===== config.mk =====
export PLATFORM = sky130hd
export DESIGN_NAME = core_complex
export DESIGN_NICKNAME = d
export VERILOG_FILES = /design/src/cc_pkg.sv /design/src/acc_if.sv /design/src/spill_register.sv /design/src/ipu_multiplier.sv /design/src/ipu_divider.sv /design/src/ipu_resp_arbiter.sv /design/src/ipu.sv /design/src/core_complex.sv
export SDC_FILE = /design/constraint.sdc
export NUM_CORES = 2
export LEC_CHECK = 0
export BUFFER_PORTS_ARGS = -buffer_cell sky130_fd_sc_hd__buf_2
export CELL_PAD_IN_SITES_DETAIL_PLACEMENT = 0
export CELL_PAD_IN_SITES_GLOBAL_PLACEMENT = 2
export CORE_MARGIN = 3
export CORE_UTILIZATION = 44
export DETAILED_ROUTE_END_ITERATION = 7
export PLACE_DENSITY_LB_ADDON = 0.25
export SLEW_MARGIN = 15
export SYNTH_ARGS = -nofsm -noshare
export SYNTH_HDL_FRONTEND = slang
export SYNTH_HIERARCHICAL = 1
export SYNTH_SLANG_ARGS = --single-unit

===== constraint.sdc =====
create_clock -name clk_i -period 14.1 [get_ports clk_i]
set_clock_uncertainty 0.05 [all_clocks]
set_input_delay 2.82 -clock clk_i [delete_from_list [all_inputs] [get_ports clk_i]]
set_output_delay 2.82 -clock clk_i [all_outputs]
set_load 0.05 [all_outputs]

===== src/cc_pkg.sv =====
// Shared widths, opcodes and offload structs for the core complex.
// Opcode values follow the IPU decode; every code not listed is illegal.

package cc_pkg;

  // ------------------------------------------------------------
  // Widths
  // ------------------------------------------------------------
  localparam int unsigned IdWidth   = 5;
  localparam int unsigned DataWidth = 32;
  localparam int unsigned OpWidth   = 4;

  // Response sources at the arbiter: multiplier, divider, illegal
  localparam int unsigned NumRespSrc = 3;
  localparam int unsigned PtrWidth   = $clog2(NumRespSrc);

  // Divider step counter covers setup plus one step per bit
  localparam int unsigned DivCntWidth = $clog2(DataWidth) + 1;

  // ------------------------------------------------------------
  // Opcodes
  // ------------------------------------------------------------
  typedef enum logic [OpWidth-1:0] {
    MUL    = 4'd0,
    MULH   = 4'd1,
    MULHSU = 4'd2,
    MULHU  = 4'd3,
    DIV    = 4'd4,
    DIVU   = 4'd5,
    REM    = 4'd6,
    REMU   = 4'd7
  } ipu_op_e;

  // ------------------------------------------------------------
  // Offload structs
  // ------------------------------------------------------------
  typedef struct packed {
    logic [IdWidth-1:0]   id;
    ipu_op_e              op;
    logic [DataWidth-1:0] arga;
    logic [DataWidth-1:0] argb;
  } acc_req_t;

  typedef struct packed {
    logic [IdWidth-1:0]   id;
    logic [DataWidth-1:0] data;
    logic                 error;
  } acc_resp_t;

endpackage


===== src/acc_if.sv =====
// Valid/ready channel between IPU blocks; payload type set per instance.
// Payload and valid must stay stable until ready is seen high.

`timescale 1ns/1ps

interface acc_if #(
  parameter type T = logic
) ();

  logic valid;
  logic ready;
  T     payload;

  // Producer side
  modport src (
    output valid,
    output payload,
    input  ready
  );

  // Consumer side
  modport dst (
    input  valid,
    input  payload,
    output ready
  );

endinterface


===== src/spill_register.sv =====
// Two-entry cut register on a valid/ready path, answers in order.
// With Bypass set it is plain wires and adds no latency.

`timescale 1ns/1ps

module spill_register #(
  parameter type T      = logic,
  parameter bit  Bypass = 1'b0
) (
  input  logic clk_i,
  input  logic rst_i,
  input  logic valid_i,
  output logic ready_o,
  input  T     data_i,
  output logic valid_o,
  input  logic ready_i,
  output T     data_o
);

  if (Bypass) begin : g_bypass
    assign valid_o = valid_i;
    assign ready_o = ready_i;
    assign data_o  = data_i;
  end else begin : g_spill
    logic a_full_q, b_full_q;
    logic a_fill, a_drain, b_fill, b_drain;
    T     a_data_q, b_data_q;

    // Slot A takes new data, slot B holds the older entry on a stall
    assign a_fill  = valid_i && ready_o;
    assign a_drain = a_full_q && !b_full_q;
    assign b_fill  = a_drain && !ready_i;
    assign b_drain = b_full_q && ready_i;

    assign ready_o = !a_full_q || !b_full_q;
    assign valid_o = a_full_q || b_full_q;
    assign data_o  = b_full_q ? b_data_q : a_data_q;

    always_ff @(posedge clk_i or posedge rst_i) begin
      if (rst_i) begin
        a_full_q <= 1'b0;
        b_full_q <= 1'b0;
      end else begin
        if (a_fill || a_drain) begin
          a_full_q <= a_fill;
        end
        if (b_fill || b_drain) begin
          b_full_q <= b_fill;
        end
      end
    end

    always_ff @(posedge clk_i) begin
      if (a_fill) begin
        a_data_q <= data_i;
      end
      if (b_fill) begin
        b_data_q <= a_data_q;
      end
    end

    // Stalled output must not change under the consumer
    a_hold_stable: assert property (
      @(posedge clk_i) disable iff (rst_i)
      (valid_o && !ready_i) |=> (valid_o && $stable(data_o))
    ) else $error("spill_register: output changed while stalled");
  end

endmodule


===== src/ipu_multiplier.sv =====
// Two-stage 32x32 multiplier, low or high product per opcode.
// Holds two operations; the pipe stalls as a whole when the output is blocked.

`timescale 1ns/1ps

module ipu_multiplier (
  input  logic clk_i,
  input  logic rst_i,
  acc_if.dst   req,
  acc_if.src   resp
);

  logic                               advance;
  logic                               a_signed, b_signed;
  logic                               s1_valid_q, s2_valid_q;
  logic                               s1_high_q;
  logic signed [cc_pkg::DataWidth:0]  s1_a_q, s1_b_q;
  logic [cc_pkg::IdWidth-1:0]         s1_id_q, s2_id_q;
  logic [cc_pkg::DataWidth-1:0]       s2_data_q;
  logic signed [2*cc_pkg::DataWidth-1:0] prod;

  // Move forward whenever the output slot is free or leaving
  assign advance   = !s2_valid_q || resp.ready;
  assign req.ready = advance;

  // Operand signedness per RISC-V M
  always_comb begin
    a_signed = (req.payload.op == cc_pkg::MULH) || (req.payload.op == cc_pkg::MULHSU);
    b_signed = (req.payload.op == cc_pkg::MULH);
  end

  // 33-bit signed operands widened to the 64-bit product
  assign prod = (2*cc_pkg::DataWidth)'(s1_a_q) * (2*cc_pkg::DataWidth)'(s1_b_q);

  always_ff @(posedge clk_i or posedge rst_i) begin
    if (rst_i) begin
      s1_valid_q <= 1'b0;
      s2_valid_q <= 1'b0;
    end else if (advance) begin
      s1_valid_q <= req.valid;
      s2_valid_q <= s1_valid_q;
    end
  end

  // ------------------------------------------------------------
  // Datapath
  // ------------------------------------------------------------
  always_ff @(posedge clk_i) begin
    if (advance) begin
      s1_id_q   <= req.payload.id;
      s1_high_q <= (req.payload.op != cc_pkg::MUL);
      s1_a_q    <= {a_signed && req.payload.arga[cc_pkg::DataWidth-1], req.payload.arga};
      s1_b_q    <= {b_signed && req.payload.argb[cc_pkg::DataWidth-1], req.payload.argb};
      s2_id_q   <= s1_id_q;
      if (s1_high_q) begin
        s2_data_q <= prod[2*cc_pkg::DataWidth-1:cc_pkg::DataWidth];
      end else begin
        s2_data_q <= prod[cc_pkg::DataWidth-1:0];
      end
    end
  end

  assign resp.valid         = s2_valid_q;
  assign resp.payload.id    = s2_id_q;
  assign resp.payload.data  = s2_data_q;
  assign resp.payload.error = 1'b0;

endmodule


===== src/ipu_divider.sv =====
// Bit-serial restoring divider for DIV/DIVU/REM/REMU, one operation at a time.
// 34 cycles to result: setup, 32 steps, sign fix. Divide by zero per RISC-V.

`timescale 1ns/1ps

module ipu_divider (
  input  logic clk_i,
  input  logic rst_i,
  acc_if.dst   req,
  acc_if.src   resp
);

  typedef enum logic [1:0] {
    IDLE,
    RUN,
    FIX,
    DONE
  } div_state_e;

  div_state_e                       state_q;
  logic [cc_pkg::DivCntWidth-1:0]   cnt_q;
  logic [cc_pkg::IdWidth-1:0]       id_q;
  logic                             is_rem_q, is_signed_q;
  logic                             neg_quo_q, neg_rem_q;
  logic [cc_pkg::DataWidth-1:0]     quo_q, dvs_q, rem_q;
  logic [cc_pkg::DataWidth:0]       shifted;
  logic [cc_pkg::DataWidth+1:0]     diff;

  assign req.ready = (state_q == IDLE);

  // One restoring step: shift in next dividend bit, try to subtract
  assign shifted = {rem_q, quo_q[cc_pkg::DataWidth-1]};
  assign diff    = {1'b0, shifted} - {2'b00, dvs_q};

  // ------------------------------------------------------------
  // Sequencer
  // ------------------------------------------------------------
  always_ff @(posedge clk_i or posedge rst_i) begin
    if (rst_i) begin
      state_q <= IDLE;
      cnt_q   <= '0;
    end else begin
      case (state_q)
        IDLE: begin
          if (req.valid) begin
            state_q <= RUN;
            cnt_q   <= '0;
          end
        end
        RUN: begin
          cnt_q <= cnt_q + 1'b1;
          if (cnt_q == cc_pkg::DivCntWidth'(cc_pkg::DataWidth)) begin
            state_q <= FIX;
          end
        end
        FIX: state_q <= DONE;
        DONE: begin
          if (resp.ready) begin
            state_q <= IDLE;
          end
        end
        default: state_q <= IDLE;
      endcase
    end
  end

  // ------------------------------------------------------------
  // Datapath
  // ------------------------------------------------------------
  always_ff @(posedge clk_i) begin
    case (state_q)
      IDLE: begin
        if (req.valid) begin
          id_q        <= req.payload.id;
          is_rem_q    <= (req.payload.op == cc_pkg::REM) || (req.payload.op == cc_pkg::REMU);
          is_signed_q <= (req.payload.op == cc_pkg::DIV) || (req.payload.op == cc_pkg::REM);
          quo_q       <= req.payload.arga;
          dvs_q       <= req.payload.argb;
        end
      end
      RUN: begin
        if (cnt_q == '0) begin
          // Setup: magnitudes and result signs
          neg_rem_q <= is_signed_q && quo_q[cc_pkg::DataWidth-1];
          // Zero divisor keeps the all-ones quotient unsigned
          neg_quo_q <= is_signed_q && (dvs_q != '0)
                       && (quo_q[cc_pkg::DataWidth-1] ^ dvs_q[cc_pkg::DataWidth-1]);
          quo_q     <= (is_signed_q && quo_q[cc_pkg::DataWidth-1]) ? -quo_q : quo_q;
          dvs_q     <= (is_signed_q && dvs_q[cc_pkg::DataWidth-1]) ? -dvs_q : dvs_q;
          rem_q     <= '0;
        end else begin
          quo_q <= {quo_q[cc_pkg::DataWidth-2:0], !diff[cc_pkg::DataWidth+1]};
          rem_q <= diff[cc_pkg::DataWidth+1] ? shifted[cc_pkg::DataWidth-1:0]
                                             : diff[cc_pkg::DataWidth-1:0];
        end
      end
      FIX: begin
        // Result lands in quo_q for the response
        if (is_rem_q) begin
          quo_q <= neg_rem_q ? -rem_q : rem_q;
        end else begin
          quo_q <= neg_quo_q ? -quo_q : quo_q;
        end
      end
      default: ;
    endcase
  end

  assign resp.valid         = (state_q == DONE);
  assign resp.payload.id    = id_q;
  assign resp.payload.data  = quo_q;
  assign resp.payload.error = 1'b0;

  // An accepted operation blocks new requests for its full run
  a_busy_no_ready: assert property (
    @(posedge clk_i) disable iff (rst_i)
    (req.valid && req.ready) |=> (!req.ready) [*34]
  ) else $error("ipu_divider: request accepted while busy");

endmodule


===== src/ipu_resp_arbiter.sv =====
// Round-robin merge of the IPU response sources onto one port.
// Combinational grant; priority moves past the winner after each transfer.

`timescale 1ns/1ps

module ipu_resp_arbiter (
  input  logic              clk_i,
  input  logic              rst_i,
  acc_if.dst                src [cc_pkg::NumRespSrc],
  output logic              dst_valid_o,
  input  logic              dst_ready_i,
  output cc_pkg::acc_resp_t dst_o
);

  logic [cc_pkg::NumRespSrc-1:0] valid, grant;
  cc_pkg::acc_resp_t             payload [cc_pkg::NumRespSrc];
  logic [cc_pkg::PtrWidth-1:0]   ptr_q, grant_idx;

  for (genvar i = 0; i < cc_pkg::NumRespSrc; i++) begin : g_src
    assign valid[i]     = src[i].valid;
    assign payload[i]   = src[i].payload;
    // Only the winner sees ready
    assign src[i].ready = grant[i] && dst_ready_i;
  end

  // First valid source at or after the pointer
  always_comb begin
    int unsigned idx;
    logic        found;
    grant     = '0;
    grant_idx = '0;
    found     = 1'b0;
    for (int unsigned i = 0; i < cc_pkg::NumRespSrc; i++) begin
      idx = (int'(ptr_q) + i) % cc_pkg::NumRespSrc;
      if (!found && valid[idx]) begin
        found      = 1'b1;
        grant[idx] = 1'b1;
        grant_idx  = cc_pkg::PtrWidth'(idx);
      end
    end
  end

  assign dst_valid_o = |valid;
  assign dst_o       = payload[grant_idx];

  always_ff @(posedge clk_i or posedge rst_i) begin
    if (rst_i) begin
      ptr_q <= '0;
    end else if (dst_valid_o && dst_ready_i) begin
      if (grant_idx == cc_pkg::PtrWidth'(cc_pkg::NumRespSrc - 1)) begin
        ptr_q <= '0;
      end else begin
        ptr_q <= grant_idx + 1'b1;
      end
    end
  end

  // One winner per cycle, never the previous one while another source waits
  a_grant_rotate: assert property (
    @(posedge clk_i) disable iff (rst_i)
    (dst_valid_o && dst_ready_i) |=>
      ($onehot0(grant)
       && (((valid & ~$past(grant)) == '0) || ((grant & $past(grant)) == '0)))
  ) else $error("ipu_resp_arbiter: grant not one-hot or priority did not rotate");

endmodule


===== src/ipu.sv =====
// Integer processing unit: multiply, divide and an illegal-op responder.
// Responses carry the request id and may return out of order.

`timescale 1ns/1ps

module ipu (
  input  logic              clk_i,
  input  logic              rst_i,
  input  logic              req_valid_i,
  output logic              req_ready_o,
  input  cc_pkg::acc_req_t  req_i,
  output logic              resp_valid_o,
  input  logic              resp_ready_i,
  output cc_pkg::acc_resp_t resp_o
);

  acc_if #(.T(cc_pkg::acc_req_t))  mul_req ();
  acc_if #(.T(cc_pkg::acc_req_t))  div_req ();
  // Source 0 multiplier, 1 divider, 2 illegal responder
  acc_if #(.T(cc_pkg::acc_resp_t)) unit_resp [cc_pkg::NumRespSrc] ();

  logic                       sel_mul, sel_div;
  logic                       ill_ready, ill_accept, ill_valid_q;
  logic [cc_pkg::IdWidth-1:0] ill_id_q;

  // Opcode decode
  always_comb begin
    sel_mul = 1'b0;
    sel_div = 1'b0;
    case (req_i.op)
      cc_pkg::MUL, cc_pkg::MULH, cc_pkg::MULHSU, cc_pkg::MULHU: sel_mul = 1'b1;
      cc_pkg::DIV, cc_pkg::DIVU, cc_pkg::REM, cc_pkg::REMU:     sel_div = 1'b1;
      default: ;
    endcase
  end

  assign mul_req.valid   = req_valid_i && sel_mul;
  assign mul_req.payload = req_i;
  assign div_req.valid   = req_valid_i && sel_div;
  assign div_req.payload = req_i;

  assign req_ready_o = sel_mul ? mul_req.ready :
                       sel_div ? div_req.ready : ill_ready;

  // ------------------------------------------------------------
  // Illegal opcode responder
  // ------------------------------------------------------------
  assign ill_ready  = !ill_valid_q || unit_resp[2].ready;
  assign ill_accept = req_valid_i && !sel_mul && !sel_div && ill_ready;

  always_ff @(posedge clk_i or posedge rst_i) begin
    if (rst_i) begin
      ill_valid_q <= 1'b0;
    end else if (ill_accept) begin
      ill_valid_q <= 1'b1;
    end else if (unit_resp[2].ready) begin
      ill_valid_q <= 1'b0;
    end
  end

  always_ff @(posedge clk_i) begin
    if (ill_accept) begin
      ill_id_q <= req_i.id;
    end
  end

  assign unit_resp[2].valid         = ill_valid_q;
  assign unit_resp[2].payload.id    = ill_id_q;
  assign unit_resp[2].payload.data  = '0;
  assign unit_resp[2].payload.error = 1'b1;

  ipu_multiplier i_multiplier (
    .clk_i ( clk_i        ),
    .rst_i ( rst_i        ),
    .req   ( mul_req      ),
    .resp  ( unit_resp[0] )
  );

  ipu_divider i_divider (
    .clk_i ( clk_i        ),
    .rst_i ( rst_i        ),
    .req   ( div_req      ),
    .resp  ( unit_resp[1] )
  );

  ipu_resp_arbiter i_resp_arbiter (
    .clk_i       ( clk_i        ),
    .rst_i       ( rst_i        ),
    .src         ( unit_resp    ),
    .dst_valid_o ( resp_valid_o ),
    .dst_ready_i ( resp_ready_i ),
    .dst_o       ( resp_o       )
  );

endmodule


===== src/core_complex.sv =====
// Offload side of the core complex: request cut, IPU, response cut.
// Responses are matched by id; order may differ from issue order.

`timescale 1ns/1ps

module core_complex #(
  parameter bit RegisterOffloadReq  = 1'b1,
  parameter bit RegisterOffloadResp = 1'b1
) (
  input  logic                         clk_i,
  input  logic                         rst_i,
  // Offload request
  input  logic                         req_valid_i,
  output logic                         req_ready_o,
  input  logic [cc_pkg::IdWidth-1:0]   req_id_i,
  input  logic [cc_pkg::OpWidth-1:0]   req_op_i,
  input  logic [cc_pkg::DataWidth-1:0] req_arga_i,
  input  logic [cc_pkg::DataWidth-1:0] req_argb_i,
  // Offload response
  output logic                         resp_valid_o,
  input  logic                         resp_ready_i,
  output logic [cc_pkg::IdWidth-1:0]   resp_id_o,
  output logic [cc_pkg::DataWidth-1:0] resp_data_o,
  output logic                         resp_error_o
);

  cc_pkg::acc_req_t  req_d, req_q;
  cc_pkg::acc_resp_t resp_d, resp_q;
  logic              req_q_valid, req_q_ready;
  logic              resp_d_valid, resp_d_ready;

  assign req_d.id   = req_id_i;
  assign req_d.op   = cc_pkg::ipu_op_e'(req_op_i);
  assign req_d.arga = req_arga_i;
  assign req_d.argb = req_argb_i;

  spill_register #(
    .T      ( cc_pkg::acc_req_t   ),
    .Bypass ( !RegisterOffloadReq )
  ) i_spill_req (
    .clk_i   ( clk_i       ),
    .rst_i   ( rst_i       ),
    .valid_i ( req_valid_i ),
    .ready_o ( req_ready_o ),
    .data_i  ( req_d       ),
    .valid_o ( req_q_valid ),
    .ready_i ( req_q_ready ),
    .data_o  ( req_q       )
  );

  ipu i_ipu (
    .clk_i        ( clk_i        ),
    .rst_i        ( rst_i        ),
    .req_valid_i  ( req_q_valid  ),
    .req_ready_o  ( req_q_ready  ),
    .req_i        ( req_q        ),
    .resp_valid_o ( resp_d_valid ),
    .resp_ready_i ( resp_d_ready ),
    .resp_o       ( resp_d       )
  );

  spill_register #(
    .T      ( cc_pkg::acc_resp_t   ),
    .Bypass ( !RegisterOffloadResp )
  ) i_spill_resp (
    .clk_i   ( clk_i        ),
    .rst_i   ( rst_i        ),
    .valid_i ( resp_d_valid ),
    .ready_o ( resp_d_ready ),
    .data_i  ( resp_d       ),
    .valid_o ( resp_valid_o ),
    .ready_i ( resp_ready_i ),
    .data_o  ( resp_q       )
  );

  assign resp_id_o    = resp_q.id;
  assign resp_data_o  = resp_q.data;
  assign resp_error_o = resp_q.error;

endmodule


==> metrics.md <==
| Metric | Value |
|---|---|
| Number of synthesized flops with an enable pin | between 400 and 500 |
| Hold Worst Slack | 0.372 ns |
| Drt wl/cell | 21.9 µm |
| DP Worst Slack | roughly 4.3 ns |
| Core Area | around 0.14 mm² |
| Main synth FF type | edfxtp_1 |
| Site Rows | 136 |
| IO Port Bufs | roughly 120 |
| Worst-Margin Slew | roughly 1.1 ns |
| Final core occ | 0.475 |
| Clk buf depth | 3 |
| Clk_lat worst skew | ~0.6 ns |
| Nets@finish | around 7.5k |
| Cell Area, Synth | a little over 0.06 mm² |
| Achievable frequency | roughly 110 MHz |
| Synth top area share | 0.367 |
| Worst-path maximum fanout | 33 |
| Setup CP Type | flip-flop to flip-flop |
| CTS tree | done |
| Synth async-reset ratio | 0.0371 |
| Crit path DAT | around 9.5 ns |
| Post-CTS Resized | 0 |
| CTS Sinks | ~460 |
| Pre-Repair DR Iteration Count | 8 |
| DP Wirelength | between 100000 and 150000 µm |
| Mux share of post-synthesis cell area | 0.0306 |
| GRT Total Usage | 0.250 |
| #FFs+latches synth | 458 |
| Register area share after synthesis | 0.222 |
| Buf+Inv Stages, Crit Path | 7 |
| Htree depth | 2 |
| Post-route ant nets | 0 |
| Slew headroom | 0.250 |
| Starting Density | 0.445 |
| Synth Warn # | 6 |
| Width of the die | 380 µm |
| RSZ-0062 raised after global routing | no |
| Post-synthesis adder-cell area fraction | 0.419 |
| Setup Viol. Count Final | 0 |
| Post-Synthesis Cells | 6090 |
| Required time of the critical path | around 14 ns |
| CP top delay family | adder cells |
| Mean area per synthesized cell | between 10 and 15 µm² |
| Area Growth Syn to Fin | 6.74% |
| Post-route minimum period | roughly 9.2 ns |
| Slew Viols, Final | 0 |
| Die Area | roughly 0.14 mm² |
| Largest net degree at the start of global routing | between 70 and 80 |
| Critical Path Max Stage Delay | about 0.79 ns |
| DRT Wirelength | roughly 170000 µm |
| Via count | around 42k |
| Antenna violations before repair | 5 |
| Global-route wire length before repair | 278000 µm |
| Final Wtd Congestion | approximately 0.87 |
| Tcrit/Tclk final | 0.654 |
| Vias in the first global route | roughly 45k |
| Most common cell on crit path | fa_1 |
| Number of distinct library cells after synthesis | between 100 and 150 |
| Hold Crit Class | flip-flop to flip-flop |
| TNS Setup | 0 ns |
| Total gr overflow | 0 |
| Root buffer cell | clkbuf_16 |
| Die Span Y | between 300 and 400 µm |
| # Max-Cap Violations | 0 |
| Main area contributors after synthesis | fa_1 37%, edfxtp_1 22%, inv_1 7.6%, and2_1 5.5%, ha_1 5.2% |
| Startpoint types | flip-flop |
| Cts bufs inserted | 48 |
| Synth Area in Compound Gates | 0.0623 |
| Post CTS Setup Buffer Count | 0 |
| Status | completed |
| Fin worst setup slack | 4.88 ns |
| Boundary Pins | approximately 120 |
| Crit end category | flip-flop |
| Iter 0 DRT Violations | roughly 2.6k |
| Slowest CP cell | fa_1 |
| Drc violations | 0 |
| Final Hold Viols | 0 |
| Share of cells above drive strength 1 | 0.0799 |
| Simple-gate share of the synthesized area | 0.145 |
| Clk pin slew, worst setup/hold paths | about 0.060 ns |
| Vias/cell | approximately 5.2 |
| Synth area leader | fa_1 |
| Largest family of logic cells by synthesized area | adder cells |
| Hold_buf cts | 0 |
| Post-Synth XOR/XNOR Area | 0.0238 |
-- registers in the layout, indices dropped and copies added (netlist names), 33 cells and up --
register / count
i_ipu/i_multiplier/s1_a_q: 33
i_ipu/i_multiplier/s1_b_q: 33
i_spill_req/g_spill.a_data_q: 73
i_spill_req/g_spill.b_data_q: 73
i_spill_resp/g_spill.a_data_q: 38
i_spill_resp/g_spill.b_data_q: 38
-- placed cells by master, fill, tap and decap left out, types with 35 or more instances in the layout --
cell type,n
inv_1,1237
fa_1,1126
nand2_1,785
and2_1,537
edfxtp_1,441
ha_1,255
a21oi_1,170
nor2_1,169
buf_2,116
xnor2_1,115
mux2_2,105
o21ai_0,95
buf_4,83
a31oi_1,60
nand3_1,52
xor2_1,52
clkbuf_16,49
nor2b_1,39
nor3_1,39
mux2_4,38
a21o_1,37
conb_1,35
-- synth_stat cells, drive strengths merged, types with 5 or more instances --
| cell | n |
|---|---|
| a211oi | 15 |
| a21boi | 12 |
| a21o | 37 |
| a21oi | 173 |
| a221oi | 8 |
| a222oi | 11 |
| a31o | 7 |
| a31oi | 60 |
| a41oi | 5 |
| and2 | 540 |
| and3 | 15 |
| buf | 42 |
| clkbuf | 261 |
| dfrtp | 17 |
| edfxtp | 441 |
| fa | 1126 |
| ha | 257 |
| inv | 1237 |
| mux2 | 143 |
| mux2i | 13 |
| nand2 | 785 |
| nand2b | 37 |
| nand3 | 54 |
| nand3b | 5 |
| nand4 | 31 |
| nor2 | 173 |
| nor2b | 40 |
| nor3 | 42 |
| nor3b | 7 |
| nor4 | 20 |
| o2111ai | 9 |
| o211ai | 17 |
| o21a | 16 |
| o21ai | 112 |
| o21bai | 11 |
| o22ai | 7 |
| o31ai | 18 |
| o41ai | 10 |
| or2 | 10 |
| or3 | 18 |
| or4 | 10 |
| xnor2 | 115 |
| xor2 | 52 |
-- final cells by class --
cell class	count	area, µm²
Antenna cell	2	5.00
Clock buffer	57	1290
Clock inverter	32	380
Fill cell	13300	72500
Inverter	1238	4650
Multi-Input combinational cell	4122	42100
Sequential cell	458	13700
Tap cell	1863	2330
Timing Repair Buffer	201	1250
-- kinds of logic after synthesis --
logic type      count (synthesis)
mux                           156
fa+ha+maj                    1383
simple gates                 1805
compound gates                576
other cells                     4
flops                         458
buf+inv                      1541
xor+xnor                      167
-- routing by layer --
layer | GRT usage | wire [µm] | vias up
met2 | 0.441 | 89200 | 912
met4 | 0.0706 | 5350 | 2
li1 | - | - | 18800
met1 | 0.333 | 74100 | 21900
met3 | 0.0181 | 6170 | 231
met5 | 0 | 8 | -
-- path summary, 6_finish.rpt --
kind	start	endpoint	slack, ns	cells after the start
min in group asynchronous	rst_i	i_ipu/ill_valid_q	2.08	2
worst max register to register	i_ipu/i_multiplier/s1_b_q[1]	i_ipu/i_multiplier/s2_data_q[31]	4.88	25
worst min register to register	i_ipu/i_multiplier/s1_id_q[4]	i_ipu/i_multiplier/s2_id_q[4]	0.37	0
worst min-delay path	i_ipu/i_multiplier/s1_id_q[4]	i_ipu/i_multiplier/s2_id_q[4]	0.37	0
worst max-delay path	i_ipu/i_multiplier/s1_b_q[1]	i_ipu/i_multiplier/s2_data_q[31]	4.88	25
max in group asynchronous	rst_i	i_ipu/i_divider/state_q[0]	11.53	2
-- through the flow --
stage	std cells	area, µm²
2_1_floorplan	6121	61600
3_3_place_gp	7880	63900
3_5_place_dp	7881	63900
4_1_cts	7970	65600
5_1_grt	7971	65600
6_report	7973	65600
Power is left out: the tool's default activity adds up to more than one toggle a clock period on the data nets, which glitch-free logic cannot reach.
